$ cat src/ttc_reg_pkg.sv
/* Timer register map and write word types */

`default_nettype none

package ttc_reg_pkg;

  // --------------------------------------------------------------------------
  // Register addresses
  // --------------------------------------------------------------------------
  typedef enum logic [3:0] {
    TTC_ADDR_CTRL     = 4'h0,  // Counter control
    TTC_ADDR_INTERVAL = 4'h1,  // Interval value
    TTC_ADDR_MATCH_1  = 4'h2,
    TTC_ADDR_MATCH_2  = 4'h3,
    TTC_ADDR_MATCH_3  = 4'h4,
    TTC_ADDR_COUNT    = 4'h5,  // Read only
    TTC_ADDR_PRESC    = 4'h6,  // Prescale divider
    TTC_ADDR_STATUS   = 4'h7,  // W1C
    TTC_ADDR_IRQ_EN   = 4'h8   // Interrupt enable mask
  } ttc_addr_e;

  // Control bits, MSB first so bit 0 lands on cnt_disable
  typedef struct packed {
    logic wave_polarity;  // Bit 6, stored only
    logic wave_disable;   // Bit 5, stored only
    logic restart;        // Bit 4, self clearing
    logic match_mode;     // Bit 3
    logic decrement;      // Bit 2
    logic interval_mode;  // Bit 1
    logic cnt_disable;    // Bit 0, high stops count
  } ttc_ctrl_t;

  // One write word, two views
  typedef union packed {
    logic [15:0] raw;
    struct packed {
      logic [8:0] pad;
      ttc_ctrl_t  ctrl;
    } fld;
  } ttc_wdata_u;

  // Counter block write selects
  typedef struct packed {
    logic ctrl;
    logic interval;
    logic match_1;
    logic match_2;
    logic match_3;
  } ttc_sel_t;

endpackage

`default_nettype wire

$ cat src/ttc_irq_pkg.sv
/* Timer interrupt types */

`default_nettype none

package ttc_irq_pkg;

  // --------------------------------------------------------------------------
  // Interrupt vector
  // --------------------------------------------------------------------------

  // Number of interrupt sources
  parameter int TTC_IRQ_N = 5;

  // Layout matches the status and enable registers
  //   bit 0    interval
  //   bit 3:1  match 3 to 1
  //   bit 4    overflow
  typedef struct packed {
    logic       overflow;  // Count wrapped to zero
    logic [3:1] match;     // Count equals match register
    logic       interval;  // Interval reached
  } ttc_irq_t;

endpackage

`default_nettype wire

$ cat src/ttc_reg_port.sv
/* Timer register port */

`timescale 1ns/1ps
`default_nettype none

module ttc_reg_port
  import ttc_reg_pkg::*;
  import ttc_irq_pkg::*;
#(
  parameter int unsigned PRESC_W = 8
) (
  input  wire                pclk29,
  input  wire                n_p_reset29,
  input  wire                wr,          // Single-cycle write strobe
  input  wire  [3:0]         addr,
  input  ttc_wdata_u         wdata,
  input  ttc_ctrl_t          ctrl,        // Readback from counter block
  input  wire  [15:0]        interval,
  input  wire  [15:0]        match_1,
  input  wire  [15:0]        match_2,
  input  wire  [15:0]        match_3,
  input  wire  [15:0]        count_val,
  input  ttc_irq_t           status,      // Readback from status block
  input  ttc_irq_t           irq_en,
  output ttc_sel_t           sel,
  output logic [PRESC_W-1:0] prescale,
  output logic               presc_wr,
  output logic               status_clr,
  output logic               irq_en_wr,
  output logic [15:0]        rdata        // Combinational on addr
);

  // --------------------------------------------------------------------------
  // Write decode
  // --------------------------------------------------------------------------
  always_comb
  begin
    sel        = '0;
    presc_wr   = 1'b0;
    status_clr = 1'b0;
    irq_en_wr  = 1'b0;
    if (wr)
    begin
      case (ttc_addr_e'(addr))
        TTC_ADDR_CTRL:     sel.ctrl     = 1'b1;
        TTC_ADDR_INTERVAL: sel.interval = 1'b1;
        TTC_ADDR_MATCH_1:  sel.match_1  = 1'b1;
        TTC_ADDR_MATCH_2:  sel.match_2  = 1'b1;
        TTC_ADDR_MATCH_3:  sel.match_3  = 1'b1;
        TTC_ADDR_PRESC:    presc_wr     = 1'b1;
        TTC_ADDR_STATUS:   status_clr   = 1'b1;
        TTC_ADDR_IRQ_EN:   irq_en_wr    = 1'b1;
        default: ;                              // Count and holes ignore writes
      endcase
    end
  end

  // Prescale register, 0 after reset gives a count every cycle
  always_ff @(posedge pclk29 or negedge n_p_reset29)
  begin
    if (!n_p_reset29)
      prescale <= '0;
    else if (presc_wr)
      prescale <= wdata.raw[PRESC_W-1:0];
  end

  // --------------------------------------------------------------------------
  // Read mux, narrow fields zero extended
  // --------------------------------------------------------------------------
  always_comb
  begin
    case (ttc_addr_e'(addr))
      TTC_ADDR_CTRL:     rdata = 16'(ctrl);
      TTC_ADDR_INTERVAL: rdata = interval;
      TTC_ADDR_MATCH_1:  rdata = match_1;
      TTC_ADDR_MATCH_2:  rdata = match_2;
      TTC_ADDR_MATCH_3:  rdata = match_3;
      TTC_ADDR_COUNT:    rdata = count_val;
      TTC_ADDR_PRESC:    rdata = 16'(prescale);
      TTC_ADDR_STATUS:   rdata = 16'(status);
      TTC_ADDR_IRQ_EN:   rdata = 16'(irq_en);
      default:           rdata = 16'h0000;      // Unmapped
    endcase
  end

endmodule

`default_nettype wire

$ cat src/ttc_prescaler.sv
/* Timer prescaler */

`timescale 1ns/1ps
`default_nettype none

module ttc_prescaler #(
  parameter int unsigned PRESC_W = 8
) (
  input  wire               pclk29,
  input  wire               n_p_reset29,
  input  wire [PRESC_W-1:0] prescale,   // Divide by prescale+1
  input  wire               presc_wr,   // Restart divider
  output logic              count_en    // One cycle per period
);

  logic [PRESC_W-1:0] div_cnt;          // 0 up to prescale
  logic               term_cnt;

  // --------------------------------------------------------------------------
  // Divider
  // --------------------------------------------------------------------------
  assign term_cnt = (div_cnt == prescale);

  always_ff @(posedge pclk29 or negedge n_p_reset29)
  begin
    if (!n_p_reset29)
      div_cnt <= '0;
    else if (presc_wr)
      div_cnt <= '0;                    // New period starts from zero
    else if (term_cnt)
      div_cnt <= '0;                    // Wrap
    else
      div_cnt <= div_cnt + 1'b1;
  end

  // Pulse at terminal count
  // prescale 0 keeps it high every cycle
  assign count_en = term_cnt;

endmodule

`default_nettype wire

$ cat src/ttc_counter_lite.sv
/* Timer counter with match and interval */

`timescale 1ns/1ps
`default_nettype none

module ttc_counter_lite
  import ttc_reg_pkg::*;
  import ttc_irq_pkg::*;
(
  input  wire         pclk29,
  input  wire         n_p_reset29,
  input  ttc_wdata_u  wdata,
  input  ttc_sel_t    sel,          // Register write selects
  input  wire         count_en,     // From prescaler
  output ttc_ctrl_t   ctrl,
  output logic [15:0] interval,
  output logic [15:0] match_1,
  output logic [15:0] match_2,
  output logic [15:0] match_3,
  output logic [15:0] count_val,
  output ttc_irq_t    irq_lvl       // Level conditions, not sticky
);

  logic        counting;            // Set once counting has begun
  logic        restart_done;        // Restart load seen, clear the bit
  logic [15:0] next_val;            // Value for next count_en edge
  logic [15:0] start_val;           // Restart load value
  logic        irq_live;            // Interrupt qualifier

  // --------------------------------------------------------------------------
  // Register file
  // --------------------------------------------------------------------------
  always_ff @(posedge pclk29 or negedge n_p_reset29)
  begin
    if (!n_p_reset29)
    begin
      ctrl     <= ttc_ctrl_t'(7'b000_0001);  // Counter disabled
      interval <= 16'h0000;
      match_1  <= 16'h0000;
      match_2  <= 16'h0000;
      match_3  <= 16'h0000;
    end
    else
    begin
      // A software write beats the restart self clear
      if (sel.ctrl)
        ctrl <= wdata.fld.ctrl;
      else if (restart_done)
        ctrl.restart <= 1'b0;

      if (sel.interval)
        interval <= wdata.raw;
      if (sel.match_1)
        match_1 <= wdata.raw;
      if (sel.match_2)
        match_2 <= wdata.raw;
      if (sel.match_3)
        match_3 <= wdata.raw;
    end
  end

  // --------------------------------------------------------------------------
  // Next count
  // --------------------------------------------------------------------------

  // Up starts at 0, down starts at interval or top
  assign start_val = !ctrl.decrement   ? 16'h0000 :
                     ctrl.interval_mode ? interval  : 16'hFFFF;

  always_comb
  begin
    next_val = count_val;
    if (ctrl.interval_mode)
    begin
      if (ctrl.decrement)
      begin
        if (count_val == 16'h0000)
          next_val = interval;                // Reload
        else
          next_val = count_val - 16'h0001;
      end
      else
      begin
        if (count_val == interval)
          next_val = 16'h0000;                // Wrap at interval
        else
          next_val = count_val + 16'h0001;
      end
    end
    else if (ctrl.decrement)
      next_val = count_val - 16'h0001;        // 0 wraps to FFFF
    else
      next_val = count_val + 16'h0001;        // FFFF wraps to 0
  end

  // --------------------------------------------------------------------------
  // Counter
  // --------------------------------------------------------------------------
  always_ff @(posedge pclk29 or negedge n_p_reset29)
  begin
    if (!n_p_reset29)
    begin
      count_val    <= 16'h0000;
      counting     <= 1'b0;
      restart_done <= 1'b0;
    end
    else if (count_en)
    begin
      if (ctrl.restart)
      begin
        count_val    <= start_val;
        counting     <= 1'b0;                 // Hold off interrupts
        restart_done <= 1'b1;
      end
      else
      begin
        if (!ctrl.cnt_disable)
        begin
          count_val <= next_val;
          counting  <= 1'b1;
        end
        restart_done <= 1'b0;
      end
    end
  end

  // --------------------------------------------------------------------------
  // Interrupt conditions
  // --------------------------------------------------------------------------
  assign irq_live = counting & ~ctrl.restart & ~ctrl.cnt_disable;

  always_comb
  begin
    irq_lvl          = '0;
    irq_lvl.interval = irq_live &  ctrl.interval_mode & (count_val == 16'h0000);
    irq_lvl.overflow = irq_live & ~ctrl.interval_mode & (count_val == 16'h0000);
    irq_lvl.match[1] = irq_live & ctrl.match_mode & (count_val == match_1);
    irq_lvl.match[2] = irq_live & ctrl.match_mode & (count_val == match_2);
    irq_lvl.match[3] = irq_live & ctrl.match_mode & (count_val == match_3);
  end

endmodule

`default_nettype wire

$ cat src/ttc_intr_status.sv
/* Timer interrupt status */

`timescale 1ns/1ps
`default_nettype none

module ttc_intr_status
  import ttc_reg_pkg::*;
  import ttc_irq_pkg::*;
(
  input  wire        pclk29,
  input  wire        n_p_reset29,
  input  ttc_irq_t   irq_lvl,      // Levels from counter
  input  wire        status_clr,   // W1C strobe
  input  wire        irq_en_wr,    // Enable mask write
  input  ttc_wdata_u wdata,
  output ttc_irq_t   status,       // Sticky events
  output ttc_irq_t   irq_en,
  output logic       irq
);

  logic [TTC_IRQ_N-1:0] clr_mask;  // Bits written with one

  // --------------------------------------------------------------------------
  // Status and enable registers
  // --------------------------------------------------------------------------
  assign clr_mask = status_clr ? wdata.raw[TTC_IRQ_N-1:0] : '0;

  always_ff @(posedge pclk29 or negedge n_p_reset29)
  begin
    if (!n_p_reset29)
    begin
      status <= '0;
      irq_en <= '0;
    end
    else
    begin
      // New level wins over a same cycle clear
      status <= ttc_irq_t'((status & ~clr_mask) | irq_lvl);
      if (irq_en_wr)
        irq_en <= ttc_irq_t'(wdata.raw[TTC_IRQ_N-1:0]);
    end
  end

  // Combined request
  assign irq = |(status & irq_en);

endmodule

`default_nettype wire

$ cat src/ttc_timer_top.sv
/* Timer top level */

`timescale 1ns/1ps
`default_nettype none

module ttc_timer_top
  import ttc_reg_pkg::*;
  import ttc_irq_pkg::*;
#(
  parameter int unsigned PRESC_W = 8   // Prescaler width, 1 to 16
) (
  input  wire         pclk29,
  input  wire         n_p_reset29,
  input  wire         wr,
  input  wire  [3:0]  addr,
  input  ttc_wdata_u  wdata,
  output logic [15:0] rdata,
  output logic [15:0] count_val,
  output logic        irq
);

  // --------------------------------------------------------------------------
  // Interconnect
  // --------------------------------------------------------------------------
  ttc_sel_t           sel;
  logic [PRESC_W-1:0] prescale;
  logic               presc_wr;
  logic               status_clr;
  logic               irq_en_wr;
  logic               count_en;
  ttc_ctrl_t          ctrl;
  logic [15:0]        interval;
  logic [15:0]        match_1;
  logic [15:0]        match_2;
  logic [15:0]        match_3;
  ttc_irq_t           irq_lvl;
  ttc_irq_t           status;
  ttc_irq_t           irq_en;

  // Register decode and readback
  ttc_reg_port #(.PRESC_W(PRESC_W)) u_reg_port (
    .pclk29, .n_p_reset29, .wr, .addr, .wdata,
    .ctrl, .interval, .match_1, .match_2, .match_3, .count_val,
    .status, .irq_en,
    .sel, .prescale, .presc_wr, .status_clr, .irq_en_wr, .rdata
  );

  ttc_prescaler #(.PRESC_W(PRESC_W)) u_prescaler (
    .pclk29, .n_p_reset29, .prescale, .presc_wr, .count_en
  );

  ttc_counter_lite u_counter (
    .pclk29, .n_p_reset29, .wdata, .sel, .count_en,
    .ctrl, .interval, .match_1, .match_2, .match_3, .count_val, .irq_lvl
  );

  // Sticky events and irq
  ttc_intr_status u_status (
    .pclk29, .n_p_reset29, .irq_lvl, .status_clr, .irq_en_wr, .wdata,
    .status, .irq_en, .irq
  );

endmodule

`default_nettype wire

$ cat config.mk
export PLATFORM = sky130hd
export DESIGN_NAME = ttc_timer_top
export DESIGN_NICKNAME = d
export VERILOG_FILES = /design/src/ttc_reg_pkg.sv /design/src/ttc_irq_pkg.sv /design/src/ttc_reg_port.sv /design/src/ttc_prescaler.sv /design/src/ttc_counter_lite.sv /design/src/ttc_intr_status.sv /design/src/ttc_timer_top.sv
export SDC_FILE = /design/constraint.sdc
export NUM_CORES = 1
export LEC_CHECK = 0
export ABC_AREA = 1
export BUFFER_PORTS_ARGS = -buffer_cell sky130_fd_sc_hd__buf_2
export CAP_MARGIN = 20
export CORE_MARGIN = 1
export CORE_UTILIZATION = 55
export CTS_CLUSTER_DIAMETER = 80
export DETAILED_ROUTE_END_ITERATION = 7
export PLACE_DENSITY = 0.77
export SYNTH_ARGS = -nofsm -noshare
export SYNTH_HDL_FRONTEND = slang
export SYNTH_SLANG_ARGS = --single-unit
$ cat constraint.sdc
create_clock -name pclk29 -period 2.2 [get_ports pclk29]
set_input_delay 0 -clock pclk29 [delete_from_list [all_inputs] [get_ports pclk29]]
set_output_delay 0 -clock pclk29 [all_outputs]
set_load 0.05 [all_outputs]
==> flow_summary.yaml <==
run_status:
  status: "complete, no violations"
synthesis:
  syn_area_um2: 7450
  synth_edf_count: 0
  async_reset_ff_frac: 1.00
  yosysWarningCount: 0
  mappedNetlistNets: 1063
  syn_inst: 1036
  synth_seq_area_share: 0.387
  synth_ff_type: "dfrtp_1"
  post_synth_num_cell_types: 41
  syn_area_per_cell_um2: 7.19
  synth-seq-cells: 115
die:
  die_w_um: 118
  rows: 42
  dieHeight_um: 118
  start_util: 0.562
  core_area_um2: 13200
  boundaryPins: 56
  dieArea_um2: 14000
finish:
  nFillCells: 1163
  design_area_um2: 8800
  post-route-util: 0.664
  seqCellArea_um2: 2880
  diodes: 0
  layout-drive-gt1-share: 0.159
  area_delta_synth_final_pct: 18.1
  fin_nets: 1142
  multi_input_area_um2: 3890
critical_path:
  critPathMaxFanout: 8
  startpoint_type: "flip-flop"
  required_ns: 2.20
  critPathKind: "reg2out"
  reg2reg_depth: 13
  cp.arrival_ns: 2.07
  critical_path.endpoint_type: "output port"
timing:
  fin_crit_sh: 0.942
  timing.fmax_ghz: 0.483
  fin_tns_setup_ns: 0
  rsz0062_at_grt: "no"
  max-slew-margin-rel: 0.569
  worstMarginPinSlew_ns: 0.645
  holdWs_ns: 0.0238
  worst_slack_ns: 0.128
  drv_slew: 0
  clock_skew_ns: 0.0119
  timing.final.crit_period_ns: 2.07
  hold_violations: 0
  finalSetupViolCount: 0
worst_hold_path:
  min_path_type: "in2reg"
  hold-path-cell-count: 3
clocking:
  root_buffer: "clkbuf_16"
  cts.clk_slew.worst_paths_ns: 0.05
  htree_levels: 4
  cts_sinks: 115
  cts_buffer_depth: 2
  tritoncts: "built"
  cts_made_buffers: 17
  clk_latency_ns: 0.43
global_route:
  antenna_found_initial: 0
  use_met3: 0.0661
  grt-busiest-layer: "met2"
  grt_pass1_vias: 7230
  met2_usage: 0.557
  grt_first_pass_wirelength_um: 39700
  gr-usage-met1: 0.522
  grt_max_degree: 46
  gr-usage-all-layers: 0.373
  grt_overflow: 0
pwr:
  p_clk_frac: 0.260
  comb_power_share: 0.425
  cellLeakagePower_uw: 0.00434
  switchingPower_uw: 5300
  internal_power_uw: 6390
  power_density_nw_per_um2: 1330
  p_seq_frac: 0.316
  swShare: 0.453
  vdd_drop_max_mv: 0.931
detailed_routing:
  final_antenna_net_count: 0
  drc_errors: 0
  first_pass_iters: 6
  drtIter0Drc: 993
  vias: 7798
  routed_wl_um: 25000
  post_drt_via_cell_ratio: 5.98
  wl_per_cell_um: 19.2
place:
  dp_slack_ns: 0.133
  gp_congestion: 1.04
  place_area_um2: 7980
  port-buffer-count: 55
  hpwl_um: 17900
flow_run:
  maxCapViolations: 0
-- power groups by stage --
stage | Clock (µW) | Combinational [µW] | Sequential, µW
3_3_place_gp | 0 | 4760 | 3640
6_report | 3040 | 4970 | 3690
5_1_grt | 3130 | 5420 | 3760
3_5_place_dp | 0 | 4770 | 3650
4_1_cts | 3050 | 4850 | 3630
2_1_floorplan | 0 | 3420 | 3600
-- layout make-up --
class	count	area share
Multi-Input combinational cell	763	0.442
Sequential cell	115	0.328
Timing Repair Buffer	106	0.0834
Clock buffer	24	0.0570
Inverter	112	0.0478
Tap cell	176	0.0250
Clock inverter	8	0.0166
-- layout by cell type (no fill, tap or decap), types with 3 or more instances in the layout --
master         count
buf_4             35
nor2_4             8
clkbuf_8           5
dfrtp_1          110
a221oi_1          21
nand3_1           52
buf_2             54
o221ai_1           4
xnor2_1           12
dfrtp_2            4
o21ai_0          106
nor4_1             6
nor2_1            66
nand2_2            4
inv_1             93
nand2_1          316
bufinv_16          4
clkbuf_16         17
or2_2              8
o22ai_1           17
nand4_1           13
a21oi_1           32
o21ai_1           24
xor2_1            38
ha_1               4
inv_2             19
nor2_2             5
buf_12             3
dlygate4sd3_1     14
nor3_1            10
-- sequential cells by signal, summed over array words and instances, names as in the netlist --
name / count
u_counter.interval: 16
u_counter.match_2: 16
u_status.irq_en: 5
u_counter.match_3: 16
u_counter.restart_done: 1
u_counter.ctrl: 7
u_reg_port.prescale: 8
u_counter.count_val: 16
u_counter.match_1: 16
u_counter.counting: 1
u_status.status: 5
u_prescaler.div_cnt: 8
-- through the flow --
stage	total power (µW)	cells
2_1_floorplan	7020	1036
3_3_place_gp	8390	1255
3_5_place_dp	8420	1255
4_1_cts	11500	1301
5_1_grt	12300	1304
6_report	11700	1304
-- worst paths after layout --
check | from | slack, ns | to
max | u_counter.count_val[3] | 0.13 | rdata[3]
min | wdata[0] | 0.02 | u_status.irq_en[0]
max reg2reg | u_counter.count_val[2] | 0.20 | u_counter.count_val[11]
min reg2reg | u_counter.ctrl[5] | 0.49 | u_counter.ctrl[5]
max in group asynchronous | n_p_reset29 | 1.28 | u_counter.match_3[11]
min in group asynchronous | n_p_reset29 | 0.12 | u_reg_port.prescale[3]
-- metal layers --
layer	vias to the layer above	wire [µm]
li1	3551	-
met1	3665	10500
met2	493	11000
met3	89	2400
met4	0	1130
met5	-	0
-- cells by family after synthesis --
logic type,Yosys count,synth area share
AOI/OAI and AO/OA,212,0.161
xor gates and xnor gates,50,0.0588
adders and majority gates,4,0.00672
buffers and inverters,158,0.0909
DFF,115,0.387
and+or+nand+nor,497,0.296
-- cells in the mapped netlist, types with 2 or more instances --
library cell	number	share of area
a21oi_1	32	0.022
o21ai_1	24	0.016
o21ai_0	106	0.071
clkbuf_1	19	0.0096
inv_2	19	0.0096
a221oi_1	21	0.025
ha_1	4	0.0067
a21boi_1	2	0.0020
nand2_2	4	0.0034
xnor2_1	12	0.014
or2_2	8	0.0067
o221ai_1	4	0.0047
o211ai_1	2	0.0020
nand2_1	316	0.16
nand3_1	52	0.035
nor3_1	10	0.0067
nand3_4	2	0.0047
dfrtp_1	114	0.38
nor2_2	5	0.0042
buf_6	4	0.0060
nor4_1	6	0.0050
o22ai_1	17	0.014
xor2_1	38	0.045
inv_1	93	0.047
nor2_1	66	0.033
nand4_1	13	0.011
nor2_4	8	0.012
buf_4	10	0.010
buf_2	13	0.0087
-- timing repair --
item,in CTS,in global routing
hold buffers,14,0
endpoints found under the setup margin,0,9
buffers inserted,0,3
hold endpoints to repair,97,0
resized for setup,0,4
-- worst max-delay path, cell delays in order, from the launching register on --
cell and delay [ns]:
dfrtp_2 0.48, buf_4 0.19, inv_1 0.06, buf_4 0.15
o22ai_1 0.09, a221oi_1 0.30, nand3_1 0.14, buf_2 0.24
Note: power is estimated with default switching activity, not from simulation.
